**src/design/vec_pkg.sv**
```systemverilog
////////////////////////////////////////////////////////////////////////////
// Shared sizes, opcodes and the Wishbone register map of the vector
// coprocessor. Design modules import it inside their bodies.
////////////////////////////////////////////////////////////////////////////

package vec_pkg;

  // One element, also the Wishbone data width
  localparam int unsigned ElemWidth = 32;
  typedef logic [ElemWidth-1:0] elem_t;

  localparam int unsigned NrVRegs      = 8;
  localparam int unsigned VRegIdxWidth = 3;
  typedef logic [VRegIdxWidth-1:0] vreg_idx_t;

  localparam int unsigned WbAddrWidth = 12;
  typedef logic [WbAddrWidth-1:0] wb_addr_t;

  localparam int unsigned OpWidth = 4;
  typedef enum logic [OpWidth-1:0] {
    VADD    = 4'd0,
    VSUB    = 4'd1,
    VAND    = 4'd2,
    VOR     = 4'd3,
    VXOR    = 4'd4,
    VADD_VX = 4'd5,
    VMV_VX  = 4'd6,
    VCPOP   = 4'd7
  } vec_op_e;

  ////////////////////////////////////////////////////////////////////////////
  // Register map (word addresses)
  ////////////////////////////////////////////////////////////////////////////

  localparam wb_addr_t AddrInsn     = 12'd0;
  localparam wb_addr_t AddrScalar   = 12'd1;
  localparam wb_addr_t AddrResult   = 12'd2;
  localparam wb_addr_t AddrStatus   = 12'd3;
  localparam wb_addr_t AddrElemBase = 12'd256;

  // Element window: register in bits 7:5, element index in bits 4:0
  localparam int unsigned ElemIdxWidth = 5;
  localparam int unsigned ElemRegLsb   = ElemIdxWidth;
  localparam int unsigned ElemWinLsb   = ElemRegLsb + VRegIdxWidth;

  // Instruction word fields
  localparam int unsigned InsnOpLsb  = 0;
  localparam int unsigned InsnVdLsb  = 4;
  localparam int unsigned InsnVs1Lsb = 7;
  localparam int unsigned InsnVs2Lsb = 10;

endpackage : vec_pkg

```
**src/design/vec_dispatcher.sv**
```systemverilog
////////////////////////////////////////////////////////////////////////////
// Wishbone front end of the coprocessor. Decodes instruction writes into
// issue requests, keeps the scalar register and routes element accesses
// to the lane that holds the element.
////////////////////////////////////////////////////////////////////////////

module vec_dispatcher #(
  parameter  int unsigned NrLanes      = 4,
  parameter  int unsigned ElemsPerLane = 4,
  localparam int unsigned SlotWidth    = (ElemsPerLane > 1) ? $clog2(ElemsPerLane) : 1
) (
  input  logic                         clk_i,
  input  logic                         arst_n_i,
  // Wishbone classic slave
  input  logic                         wb_cyc_i,
  input  logic                         wb_stb_i,
  input  logic                         wb_we_i,
  input  vec_pkg::wb_addr_t            wb_adr_i,
  input  vec_pkg::elem_t               wb_dat_i,
  output vec_pkg::elem_t               wb_dat_o,
  output logic                         wb_ack_o,
  // Sequencer
  input  logic                         busy_i,
  output logic                         issue_o,
  output vec_pkg::vec_op_e             issue_op_o,
  output vec_pkg::vreg_idx_t           issue_vd_o,
  output vec_pkg::vreg_idx_t           issue_vs1_o,
  output vec_pkg::vreg_idx_t           issue_vs2_o,
  // Lanes and mask unit
  input  vec_pkg::elem_t [NrLanes-1:0] rd_data_i,
  input  vec_pkg::elem_t               result_i,
  output vec_pkg::elem_t               scalar_o,
  output logic [NrLanes-1:0]           host_we_o,
  output vec_pkg::vreg_idx_t           host_vreg_o,
  output logic [SlotWidth-1:0]         host_slot_o,
  output vec_pkg::elem_t               host_wdata_o
);

  import vec_pkg::*;

  logic                    access;
  logic                    elem_hit;
  logic                    elem_in_range;
  logic [ElemIdxWidth-1:0] elem_idx;
  logic [ElemIdxWidth-1:0] lane_idx;
  logic [ElemIdxWidth-1:0] slot_idx;
  vec_op_e                 insn_op;
  logic                    insn_known;
  logic                    issue_d;
  elem_t                   rdata_d;
  elem_t                   scalar_q;
  logic                    ack_q;
  logic                    issue_q;

  // One accept per handshake, held off while an instruction runs
  assign access = wb_cyc_i & wb_stb_i & ~ack_q & ~busy_i;

  // Element e lives in lane e % NrLanes at slot e / NrLanes
  assign elem_hit = wb_adr_i[WbAddrWidth-1:ElemWinLsb] == AddrElemBase[WbAddrWidth-1:ElemWinLsb];
  assign elem_idx      = wb_adr_i[ElemIdxWidth-1:0];
  assign lane_idx      = ElemIdxWidth'(elem_idx % NrLanes);
  assign slot_idx      = ElemIdxWidth'(elem_idx / NrLanes);
  assign elem_in_range = elem_hit && (32'(elem_idx) < NrLanes * ElemsPerLane);

  assign host_vreg_o  = wb_adr_i[ElemRegLsb +: VRegIdxWidth];
  assign host_slot_o  = slot_idx[SlotWidth-1:0];
  assign host_wdata_o = wb_dat_i;

  always_comb begin
    for (int l = 0; l < NrLanes; l++) begin
      host_we_o[l] = access & wb_we_i & elem_in_range & (lane_idx == ElemIdxWidth'(l));
    end
  end

  // Unknown opcodes are acked and dropped
  always_comb begin
    insn_op = vec_op_e'(wb_dat_i[InsnOpLsb +: OpWidth]);
    case (insn_op)
      VADD, VSUB, VAND, VOR, VXOR, VADD_VX, VMV_VX, VCPOP: insn_known = 1'b1;
      default: insn_known = 1'b0;
    endcase
  end

  assign issue_d = access & wb_we_i & (wb_adr_i == AddrInsn) & insn_known;

  // Read-back mux
  always_comb begin
    rdata_d = '0;
    if (elem_in_range) begin
      rdata_d = rd_data_i[lane_idx];
    end else begin
      case (wb_adr_i)
        AddrScalar: rdata_d = scalar_q;
        AddrResult: rdata_d = result_i;
        AddrStatus: rdata_d = ElemWidth'(busy_i);
        default:    rdata_d = '0;
      endcase
    end
  end

  always_ff @(posedge clk_i or negedge arst_n_i) begin
    if (!arst_n_i) begin
      ack_q    <= 1'b0;
      issue_q  <= 1'b0;
      scalar_q <= '0;
    end else begin
      ack_q   <= access;
      issue_q <= issue_d;
      if (access && wb_we_i && (wb_adr_i == AddrScalar)) begin
        scalar_q <= wb_dat_i;
      end
    end
  end

  // Read data and instruction fields
  always_ff @(posedge clk_i) begin
    if (access && !wb_we_i) begin
      wb_dat_o <= rdata_d;
    end
    if (issue_d) begin
      issue_op_o  <= insn_op;
      issue_vd_o  <= wb_dat_i[InsnVdLsb +: VRegIdxWidth];
      issue_vs1_o <= wb_dat_i[InsnVs1Lsb +: VRegIdxWidth];
      issue_vs2_o <= wb_dat_i[InsnVs2Lsb +: VRegIdxWidth];
    end
  end

  assign wb_ack_o = ack_q;
  assign issue_o  = issue_q;
  assign scalar_o = scalar_q;

endmodule : vec_dispatcher

```
**config.mk**
```make
export PLATFORM = sky130hd
export DESIGN_NAME = vec_dispatcher
export DESIGN_NICKNAME = d
export VERILOG_FILES = /design/src/design/vec_pkg.sv /design/src/design/vec_dispatcher.sv
export SDC_FILE = /design/constraint.sdc
export NUM_CORES = 1
export LEC_CHECK = 0
export ABC_AREA = 1
export BUFFER_PORTS_ARGS = -buffer_cell sky130_fd_sc_hd__buf_2
export CAP_MARGIN = 10
export CELL_PAD_IN_SITES_DETAIL_PLACEMENT = 1
export CELL_PAD_IN_SITES_GLOBAL_PLACEMENT = 2
export CORE_UTILIZATION = 22
export CTS_BUF_LIST = sky130_fd_sc_hd__clkbuf_8
export DETAILED_ROUTE_END_ITERATION = 16
export PLACE_DENSITY = 0.78
export SLEW_MARGIN = 5
export SYNTH_ARGS = -nofsm -noshare
export SYNTH_HDL_FRONTEND = slang
export SYNTH_SLANG_ARGS = --single-unit
```
**constraint.sdc**
```tcl
create_clock -name clk_i -period 2.7 [get_ports clk_i]
set_input_delay 0.27 -clock clk_i [delete_from_list [all_inputs] [get_ports clk_i]]
set_output_delay 0.27 -clock clk_i [all_outputs]
set_load 0.1 [all_outputs]
```
# Yosys cells after proc, flatten, opt, wreduce, memory -nomap -nowiden
# Index checks and enable logic that the tools add are counted.
# classes
mux	5
order_cmp	2
n_eq_ne	7
bitwise	13
reduce_logical	7
# op_table
op	count
32-bit one-hot mux with 3 select lines	1
32-bit binary-select mux with 2-bit select	1
32-bit 2-to-1 mux	2
12-bit by 2-bit == test with 1-bit output, second input constant	2
12-bit by 1-bit == test with 1-bit output, second input constant	1
12-bit zero test	1
1-bit AND	11
5-bit zero test	1
5-bit < comparator, second input constant	1
2-bit == test, second input constant	2
4-bit by 1-bit == test with 1-bit output, second input constant	1
1-bit logical AND	4
2-bit by 3-bit < comparator with 1-bit output, second input constant	1
2-bit by 1-bit == test with 1-bit output, second input constant	1
1-bit NOT	2
1-bit zero test	1
1-bit 2-to-1 mux	1
# totals
wordCells	42
input_bits	210
ff_bits	79
output_inout_bits	120

# Logic depth before layout (Yosys ltp)
# Gate-level depths: netlist of the first run.
# depth
ltp_word	6
ltp_mapped	9

# Least setup slack after synthesis of the first run
# No wires, ideal clock.
# synth_timing
path_type	register -> output
start	register ack_q, in the netlist wb_ack_o
end	output host_we_o[0]
path_buffers	0
t_arrival_ps	3381
setup_slack_ps	-951
path_stages_with_launch	6
cell_sequence	dfrtp_1 -> nor2_1 -> nand3_1 -> nor2_2 -> nand2_1 -> nor3_1
# synth_via
elab_chain_cells	6
# synth_rtl
element	line	text
from (decl)	vec_dispatcher.sv:52	logic ack_q;
from (signal assigned)	vec_dispatcher.sv:107	ack_q <= access;
1-bit NOT	vec_dispatcher.sv:56	assign access = wb_cyc_i & wb_stb_i & ~ack_q & ~busy_i;
1-bit AND (2 in a row)	vec_dispatcher.sv:56	
1-bit AND (3 in a row)	vec_dispatcher.sv:71	host_we_o[l] = access & wb_we_i & elem_in_range & (lane_idx == ElemIdxWidth'(l));
to (decl)	vec_dispatcher.sv:33	output logic [NrLanes-1:0] host_we_o,
# No other way between the ends.

# Worst setup path after layout of the first run
# Ends and elaborated chain as after synthesis.

==> results.md, run 1 <==
- Die Height: 150 µm
- Synth cell types: 22
- Asr flop ratio synth: roughly 43%
- Final setup violating endpoints: 0
- Ys flop type: edfxtp_1
- Post-Synthesis Cells: 584
- Sw Ratio: 35.3%
- Pre-antenna DRT Iters: 4
- Antenna violations before repair: 2
- Hold Buf Count CTS: 1
- Setup Buffers After CTS: 0
- Filler instances: between 2,000 and 3,000
- Number of synthesized flops with an enable pin: 45
- P_int: 1.80 mW
- #FFs+latches synth: ~80
- Hold Path Class: in2reg
- CP Capture Type: output pin
- Area of placed instances: about 6400 µm²
- Total number of yosys warnings: 0
- CP Launch Type: flop
- Total track usage: 17.4%
- Antenna Nets Post-Route: 0
- Share of power burned in registers: 46.4%
- Via-per-instance ratio: roughly 4.4
- R2R Setup Slk: 0.85 ns
- H-tree depth: 3
- Yosys top cell area share: ~28%
- Io pins: 330
- First-pass GRT wire length: 29.4 mm
- Lkg Pwr: 3.25 nW
- Critical path required time: around 2.4 ns
- Crit path max fanout: 4
- Clock latency on the worst-skew pair: around 0.35 ns
- Via count: 5,065
- Worst Hold Endpoint: issue_vd_o[2]$_DFFE_PP_
- WL/cell: 17.5 µm
- Clk sinks: 79
- Final net count: 1,070
- HP Start: wb_dat_i[6]
- Max Slew Vio Count: 0
- Final Critical Period: 2.32 ns
- Clock power share: 27.8%
- Num CTS Buffers: 9
- Clock buffer depth: 2
- Worst hold slack: 0.116 ns
- Largest area contributor in the netlist: edfxtp_1
- Gp weighted congestion: 0.828
- Hold Path Cell Cnt: 1
- Register clock-pin slew on the reported worst setup and hold paths: 0.08 ns
- Reg-to-reg startpoint: wb_ack_o$_DFF_PN0_
- Core area: 21,300 µm²
- Critical Path AT: 2.05 ns
- Max Fclk: between 0.4 and 0.5 GHz
- HPWL after DPL: ~16 mm
- WL final: 20.0 mm
- Final instance area: roughly 6600 µm²
- Initial Utilization: between 20 and 25%
- Avg Cell Area, Syn: 8.28 µm²
- Syn_nets: 794
- Status: complete, no violations
- Pwr Total: 2.78 mW
- Die W: between 150 and 200 µm
- Synth-to-layout area growth: 36.1%
- PostCTS Resize Cnt: 0
- P per Cell Area: 422 nW/µm²
- Dpl cells: 1,123
- Post-synthesis sequential area ratio: a little under half
- DRC violations left: 0
- Initial drt markers: 205
- Layout cells sized above 1: 47.9%
- Fin crit share: 86.0%
- R2r endpoint: scalar_o[9]$_DFFE_PN0P_
- Worst Skew: 0.0119 ns
- Grt ovf: 0
- RSZ-0062 raised after global routing: no
- Setup CP Type: reg2out
- Worst slew pin tran: 0.878 ns
- Sw power: 981 µW
- Vias in the first global route: 5,212
- Final-report hold violation count: 0
- Row Count: 53
- Port bufs: 329
- Post-synth top cells: 161 x nand2_1, 129 x nand3_1, 45 x edfxtp_1
- Die area: 22,600 µm²
- Post-route insts no fill: 1,143
- R2R cell count: 7
- Clk root buf: clkbuf_8
- Peak VDD IR: 0.226 mV
- Top area cells in the synthesized netlist: edfxtp_1 28%, dfrtp_1 18%, nand3_1 13%, nand2_1 12%, o21ai_2 5.8%
- Combinational Power Share: between 20 and 30%
- CTS tree: yes
- Count leader, synth: nand2_1
- Worst slew margin: 41.5%
- Largest net degree at the start of global routing: 65
- Max Cap Viol: 0
- Synth Cell Area: slightly below 5000 µm²
-- flip-flops by register name (all words and copies together) (netlist names) --
name / flops
scalar_o: 32
wb_dat_o: 32
issue_op_o: 4
issue_vd_o: 3
issue_vs1_o: 3
issue_vs2_o: 3
issue_o: 1
wb_ack_o: 1
-- cells in the final DEF (no fill, tap or decap), types with 2 or more instances in the layout --
cell type,synthesis,layout
clkinv_2,1,5
nor2_4,1,2
diode_2,0,3
clkbuf_8,0,9
nand4_1,32,32
nor2_2,2,4
buf_4,37,11
inv_2,2,2
o21ai_2,32,32
buf_2,20,329
nor3_2,0,2
nand3_1,129,129
edfxtp_1,45,45
nand2_1,161,161
inv_1,36,36
dfrtp_1,34,34
nand2_2,13,13
nor2_1,15,12
-- routing by layer --
layer / GRT usage (%) / up-vias / wire length (µm)
li1: - / 2477 / -
met1: 23.2 / 2399 / 8890
met2: 28.6 / 166 / 9710
met3: 2.39 / 23 / 1050
met4: 6.67 / 0 / 387
met5: 0 / - / 0
-- power by group through the flow --
| stage | Combinational, mW | Clock [mW] | Sequential, mW |
|---|---|---|---|
| 2_1_floorplan | 0.405 | 0 | 1.41 |
| 3_3_place_gp | 0.722 | 0 | 1.31 |
| 3_5_place_dp | 0.725 | 0 | 1.31 |
| 4_1_cts | 0.728 | 0.821 | 1.29 |
| 5_1_grt | 0.768 | 0.862 | 1.29 |
| 6_report | 0.718 | 0.772 | 1.29 |
-- layout make-up --
type	instances	area [µm²]	share of cell area, %
flip-flops and latches	79	2200	33.5
multi-input cells	390	1980	30.1
repair buffers	341	1740	26.4
well taps	275	344	5.23
inverters	39	148	2.24
clock buffers	9	124	1.88
clock inverters	7	40.0	0.608
diodes	3	7.51	0.114
-- worst max-delay path, cell delays in order, from the launching register on --
cell	delay, ns
dfrtp_1	0.38
nor2_1	0.09
nand3_1	0.20
nor2_2	0.27
nand2_1	0.17
nor3_2	0.13
buf_2	0.45
-- how the worst max path moves through the flow --
| stage | slack [ns] | depth (start not counted) | end | from |
|---|---|---|---|---|
| finish | 0.38 | 6 | host_we_o[0] | wb_ack_o$_DFF_PN0_ |
| global route | 0.19 | 6 | host_we_o[0] | wb_ack_o$_DFF_PN0_ |
| detailed placement | 0.43 | 8 | scalar_o[2]$_DFFE_PN0P_ | wb_adr_i[1] |
| CTS | 0.32 | 6 | host_we_o[0] | wb_ack_o$_DFF_PN0_ |
| floorplan | -0.19 | 5 | host_we_o[1] | wb_ack_o$_DFF_PN0_ |
| global placement | 0.48 | 8 | scalar_o[9]$_DFFE_PN0P_ | wb_adr_i[1] |
-- kinds of logic after synthesis --
| logic type | synth area share, % |
|---|---|
| simple gates | 34.6 |
| flops | 45.5 |
| buf+inv | 14.0 |
| compound gates | 5.79 |
-- stage by stage --
stage | setup slack [ns] | utilization [%] | setup TNS (ns)
after floorplan | -0.189 | - | -6.26
after global placement | 0.475 | 30.1 | 0
after detailed placement | 0.430 | 30.1 | 0
after CTS | 0.325 | 30.9 | 0
after global routing | 0.188 | 30.9 | 0
final | 0.379 | 30.9 | 0
No activity file was read; power rests on OpenSTA's default activity.
==> run 2: changes to the inputs <==
- ABC_AREA: 1 -> not set
- CORE_UTILIZATION: 22 -> 24
- PLACE_DENSITY: 0.78 -> 0.81
- SKIP_LAST_GASP: not set -> 1
==> results.md, run 2 <==
- First-pass GRT wire length: 25.1 mm (-15%)
- Ys flop type: edfxtp_1
- Status: complete, no violations
- P per Cell Area: 460 nW/µm² (+8.9%)
- CTS tree: yes
- Row Count: 49 (-7.5%)
- Largest net degree at the start of global routing: 35 (-46%)
- Num CTS Buffers: 9 (unchanged)
- Worst-path cell chain: nor3_1 > nand3_1 > nor2_1 > buf_12
- Max Slew Vio Count: 0 (unchanged)
- Post-synth top cells: 65 x nand2_1, 45 x edfxtp_1, 38 x buf_4
- Worst slew pin tran: 0.932 ns (+0.0546 ns)
- Peak VDD IR: 0.224 mV (-0.83%)
- CP Capture Type: output pin
- Post-route insts no fill: 850 (-26%)
- Max Fclk: 0.462 GHz (+7.3%)
- H-tree depth: 3 (unchanged)
- Worst Path Buf+Inv: 1 (unchanged)
- Count leader, synth: nand2_1
- Dpl cells: 834 (-26%)
- Post-synthesis sequential area ratio: 48.6% (+3.0 points)
- Clk root buf: clkbuf_8
- Setup CP Type: reg2out
- Antenna violations before repair: 0 (-2)
- Port bufs: 329 (unchanged)
- Final net count: 826 (-23%)
- Initial drt markers: 102 (-50%)
- Synth cell types: 25 (+14%)
- Core area: 18,300 µm² (-14%)
- Worst hold slack: 0.0482 ns (-0.0681 ns)
- Final instance area: 6420 µm² (-2.4%)
- Antenna Nets Post-Route: 0 (unchanged)
- Synth Cell Area: 4540 µm² (-6.2%)
- Total track usage: 17.2% (-0.27 points)
- Syn_nets: 533 (-33%)
- Critical Path AT: 1.89 ns (-0.16 ns)
- Via count: 3,948 (-22%)
- Lkg Pwr: 3.09 nW (-5.1%)
- Die area: 19,500 µm² (-14%)
- Avg Cell Area, Syn: 14.0 µm² (+70%)
- Worst Skew: 0.0171 ns (+0.00516 ns)
- CP max stage cell: dfrtp_1
- Setup TNS: 0 ns (unchanged)
- Clk sinks: 79 (unchanged)
- WL final: 16.3 mm (-18%)
- Synth-to-layout area growth: 41.7%
- HPWL after DPL: 13.2 mm (-19%)
- Clock latency on the worst-skew pair: 0.37 ns (+0.02 ns)
- Die Height: 139 µm (-7.2%)
- Die W: 139 µm (-7.2%)
- Layout cells sized above 1: 69.7% (+22 points)
- Via-per-instance ratio: 4.64 (+4.8%)
- Hold Buf Count CTS: 0 (-1)
- Max Cap Viol: 0 (unchanged)
- Number of synthesized flops with an enable pin: 45 (unchanged)
- Yosys top cell area share: 29.8% (+1.9 points)
- RSZ-0062 raised after global routing: no
- Total number of yosys warnings: 0 (unchanged)
- Ant diodes: 0 (-3)
- Fin crit share: 80.1% (-5.9 points)
- Crit path max fanout: 4 (unchanged)
- Area of placed instances: 6210 µm² (-3.0%)
- Register clock-pin slew on the reported worst setup and hold paths: 0.08 ns (about the same)
- Commonest non-fill, non-tap cells in the layout: 325 x buf_2, 65 x nand2_1, 45 x edfxtp_1
- Top area cells in the synthesized netlist: edfxtp_1 30%, dfrtp_1 19%, mux4_2 16%, mux2_4 9.9%, buf_4 6.3%
- Largest area contributor in the netlist: edfxtp_1
- Setup Buffers After CTS: 0 (unchanged)
- Pre-antenna DRT Iters: 4 (unchanged)
- Pwr Total: 2.95 mW (+6.3%)
- DRC violations left: 0 (unchanged)
- Initial Utilization: 24.8% (+2.1 points)
- Critical path required time: 2.43 ns (about the same)
- Filler instances: 2,103 (-21%)
- Critical Path Max Stage Delay: 0.42 ns (-0.03 ns)
- Final Critical Period: 2.16 ns (-0.158 ns)
- Family with the most delay on the worst path: simple AND/OR/NAND/NOR gates
- Final-report hold violation count: 0 (unchanged)
- Hold Path Class: in2async
- Io pins: 330 (unchanged)
- Post-Synthesis Cells: 323 (-45%)
- Vias in the first global route: 4,466 (-14%)
- WL/cell: 19.2 µm (+9.7%)
- Commonest non-fill, non-tap cell in the layout: buf_2
- Grt ovf: 0 (unchanged)
- Final setup violating endpoints: 0 (unchanged)
- Asr flop ratio synth: 43.0% (unchanged)
- CP Launch Type: flop
- #FFs+latches synth: 79 (unchanged)
- Clock buffer depth: 2 (unchanged)
- Worst slew margin: 37.8% (-3.6 points)
- PostCTS Resize Cnt: 0 (unchanged)
- Gp weighted congestion: 0.842 (+1.7%)
[run 2: changes by cell type in the layout (fill, tap and decap cells not counted), moves of 32 or more]
cell,delta
mux4_2,+32
o21ai_2,-32
nand2_1,-96
inv_1,-33
nand4_1,-32
nand3_1,-127
[run 2: kinds of logic after synthesis]
| logic type | after synthesis | share of synthesized area, % |
|---|---|---|
| AND/OR/NAND/NOR | 88 | 9.08 |
| flip-flops | 79 | 48.6 |
| multiplexers | 64 | 26.3 |
| buffers and inverters | 59 | 10.0 |
| AO/OA/AOI/OAI | 33 | 6.04 |
[run 2: where the power goes]
group	switching [mW]	internal, mW	total [mW]
clock network	0.436	0.537	0.973
registers	0.00400	1.28	1.29
logic	0.468	0.222	0.691
[run 2: per-stage QoR]
| step | utilization (%) | worst slack (ns) |
|---|---|---|
| 5_1_grt | 35.2 | 0.375 |
| 4_1_cts | 35.2 | 0.486 |
| 2_1_floorplan | - | -0.279 |
| 3_5_place_dp | 34.0 | 0.465 |
| 6_report | 35.2 | 0.537 |
| 3_3_place_gp | 34.0 | 0.520 |
[run 2: worst paths after layout]
| kind | cells past startpoint | end | slack [ns] | from |
|---|---|---|---|---|
| max in group asynchronous | 1 | scalar_o[3]$_DFFE_PN0P_ | 2.07 | arst_n_i |
| hold reg to reg | 1 | scalar_o[10]$_DFFE_PN0P_ | 0.54 | scalar_o[10]$_DFFE_PN0P_ |
| min in group clk_i | 1 | issue_op_o[1]$_DFFE_PP_ | 0.11 | wb_dat_i[1] |
| setup / recovery | 4 | host_we_o[2] | 0.54 | wb_ack_o$_DFF_PN0_ |
| setup reg to reg | 4 | scalar_o[31]$_DFFE_PN0P_ | 0.74 | wb_ack_o$_DFF_PN0_ |
| hold / removal | 1 | scalar_o[16]$_DFFE_PN0P_ | 0.05 | arst_n_i |
[run 2: metal layers]
layer  global-route usage (%)  share of wire [%]
met5                        0                  0
met4                     7.13                2.5
met3                     4.06                6.9
met2                     31.3                 53
met1                     19.1                 38
[run 2: cell type report]
type	count	area, µm²	share of cell area (%)
Multi-Input combinational cell	185	1920	29.9
Timing Repair Buffer	341	1800	28.0
Clock buffer	10	138	2.14
Sequential cell	79	2200	34.3
Tap cell	229	287	4.46
Clock inverter	6	78.8	1.23
==> run 3: changes to the inputs <==
- ABC_AREA: not set -> 1
- CORE_UTILIZATION: 24 -> 20
- PLACE_DENSITY: 0.81 -> 0.79
- clock period: 2.7 -> 1.8 ns (I/O delays scaled with it)
==> results.md, run 3 (same netlist as run 1, synthesis figures left out) <==
- Fin crit share: 103%
- Status: finished with violations
- Commonest non-fill, non-tap cell in the layout: buf_2
- Area of the multi-input gates: 2030 µm² (+5.7%)
- Antenna Nets Post-Route: 0 (unchanged)
- Critical Path Max Stage Delay: 0.50 ns (+0.08 ns)
- Total track usage: 16.4% (-0.73 points)
- Vias in the first global route: 5,166 (+16%)
- Die Height: 158 µm (+13%)
- Area of placed instances: 6730 µm² (+8.4%)
- Seq. cell area: 2210 µm² (+0.17%)
- Util after Layout: 29.6% (-5.6 points)
- WL/cell: 17.3 µm (-10%)
- Max Fclk: 0.539 GHz
- WL final: 20.7 mm (+27%)
- Lkg Pwr: 3.39 nW (+9.8%)
- Peak VDD IR: 0.316 mV (+41%)
- Num CTS Buffers: 9 (unchanged)
- Commonest non-fill, non-tap cells in the layout: 325 x buf_2, 160 x nand2_1, 128 x nand3_1
- Crit path max fanout: 4 (unchanged)
- Synth-to-layout area growth: 44.3%
- Worst-path cell chain: nor2_4 > nand3_2 > nor2_4 > nand2_4 > nor3_4 > buf_12
- Final net count: 1,084 (+31%)
- CP Launch Type: flop
- Setup CP Type: reg2out
- Clk sinks: 79 (unchanged)
- Layout cells sized above 1: 49.3% (-20 points)
- Fin worst setup slack: -0.0548 ns (-0.592 ns)
- DRC violations left: 0 (unchanged)
- Final instance area: 6980 µm² (+8.6%)
- Die area: 24,800 µm² (+28%)
- CP most frequent cell: nor2_4
- Final-report hold violation count: 0 (unchanged)
- Initial drt markers: 258 (+150%)
- Worst slew margin: 65.0% (+27 points)
- Max Cap Viol: 0 (unchanged)
- Initial Utilization: 20.5% (-4.3 points)
- Worst Skew: 0.0111 ns (-0.00597 ns)
- Port bufs: 329 (unchanged)
- Worst slew pin tran: 0.528 ns (-0.404 ns)
- Hold Path Class: in2reg
- Die W: 158 µm (+13%)
- Critical Path AT: 1.67 ns (-0.22 ns)
- RSZ-0062 raised after global routing: yes
- Final Critical Period: 1.85 ns
- CP max stage cell: dfrtp_4
- Io pins: 330 (unchanged)
- Critical path required time: 1.62 ns (-0.81 ns)
- Grt ovf: 0 (unchanged)
- Failing checks: setup timing
- Clk root buf: clkbuf_8
- Clock buffer depth: 2 (unchanged)
- CP Capture Type: output pin
- Via-per-instance ratio: 4.26 (-8.2%)
- P per Cell Area: 626 nW/µm² (+36%)
- Filler instances: 2,941 (+40%)
- H-tree depth: 3 (unchanged)
- Clock latency on the worst-skew pair: 0.36 ns (about the same)
- Register clock-pin slew on the reported worst setup and hold paths: 0.09 ns (about the same)
- Via count: 5,122 (+30%)
- Core area: 23,600 µm² (+29%)
- HPWL after DPL: 17.1 mm (+30%)
- Row Count: 56 (+14%)
- Antenna violations before repair: 5 (+5)
- CTS tree: yes
- Final setup violating endpoints: 2 (+2)
- Largest net degree at the start of global routing: 65 (+86%)
- Pre-antenna DRT Iters: 4 (unchanged)
- Gp weighted congestion: 0.810 (-3.8%)
- First-pass GRT wire length: 30.3 mm (+21%)
- Max Slew Vio Count: 0 (unchanged)
run 3: cell count changes in the layout (fill, tap and decap cells not counted), moves of 5 or more:
cell     before  now
nand4_1       0   32
nand3_1       2  128
a22oi_2       5    0
nor2_4        0    7
inv_1         3   37
o21ai_2       0   32
a22oi_1      27    0
mux4_2       32    0
nand2_1      65  160
buf_12        4   11
mux2_4       30    0
nand2_2       0   13
run 3: layout make-up:
class                      instances  share of cell area (%)
inverter                          39                    2.12
antenna                            3                   0.108
sequential                        79                    31.6
tap                              319                    5.72
timing repair buffer             355                    28.6
clock buffer                       9                    1.78
multi-input combinational        390                    29.1
clock inverter                     7                   0.932
run 3: repair_timing:
item / 4_1_cts / 5_1_grt
endpoints found under the setup margin: 4 / 4
pin swaps: 3 / 1
hold buffers: 3 / 0
cloned: 0 / 0
setup buffers: 2 / 0
gates resized for setup: 1 / 0
hold endpoints to repair: 16 / 0
run 3: where the power goes:
| group | total [mW] | switching, mW | leakage (nW) | internal, mW |
|---|---|---|---|---|
| registers | 1.93 | 0.00613 | 0.832 | 1.93 |
| logic | 1.11 | 0.804 | 2.46 | 0.307 |
| clock network | 1.32 | 0.692 | 0.100 | 0.631 |
| total | 4.37 | 1.50 | 3.39 | 2.87 |
run 3: path summary, 6_finish.rpt:
kind,startpoint,to,slack (ns),cells past startpoint
max reg2reg,wb_ack_o$_DFF_PN0_,issue_vs2_o[1]$_DFFE_PP_,0.10,6
min reg2reg,scalar_o[22]$_DFFE_PN0P_,scalar_o[22]$_DFFE_PN0P_,0.52,2
max in group asynchronous,arst_n_i,scalar_o[23]$_DFFE_PN0P_,1.01,3
min,wb_dat_i[6],issue_vd_o[2]$_DFFE_PP_,0.03,1
min in group asynchronous,arst_n_i,wb_ack_o$_DFF_PN0_,0.30,2
max,wb_ack_o$_DFF_PN0_,host_we_o[0],-0.05,6
run 3: worst max-delay path: cells and delay by family, from the launching register on:
family	cells	cell delay [ns]
DFF	1	0.50
and+or+nand+nor	5	0.61
buffers and inverters	1	0.20
run 3: routing by layer:
| metal | GRT usage [%] | routed length (µm) | up-vias |
|---|---|---|---|
| met4 | 4.90 | 340 | 4 |
| met1 | 21.9 | 9310 | 2420 |
| li1 | - | - | 2512 |
| met2 | 26.8 | 9930 | 162 |
| met5 | 0 | 21 | - |
| met3 | 3.19 | 1130 | 24 |
run 3: stage by stage:
step	setup WS [ns]	TNS, ns	hold slack (ns)	total power [mW]	instances
5_1_grt	-0.121	-0.329	0.00287	4.57	1200
2_1_floorplan	-0.344	-12.60	-0.116	2.73	584
6_report	-0.0548	-0.0661	0.0311	4.37	1201
3_5_place_dp	0.203	0	0.128	3.09	1177
3_3_place_gp	0.220	0	0.124	3.08	1177
4_1_cts	-0.0854	-0.211	0.0000898	4.45	1198
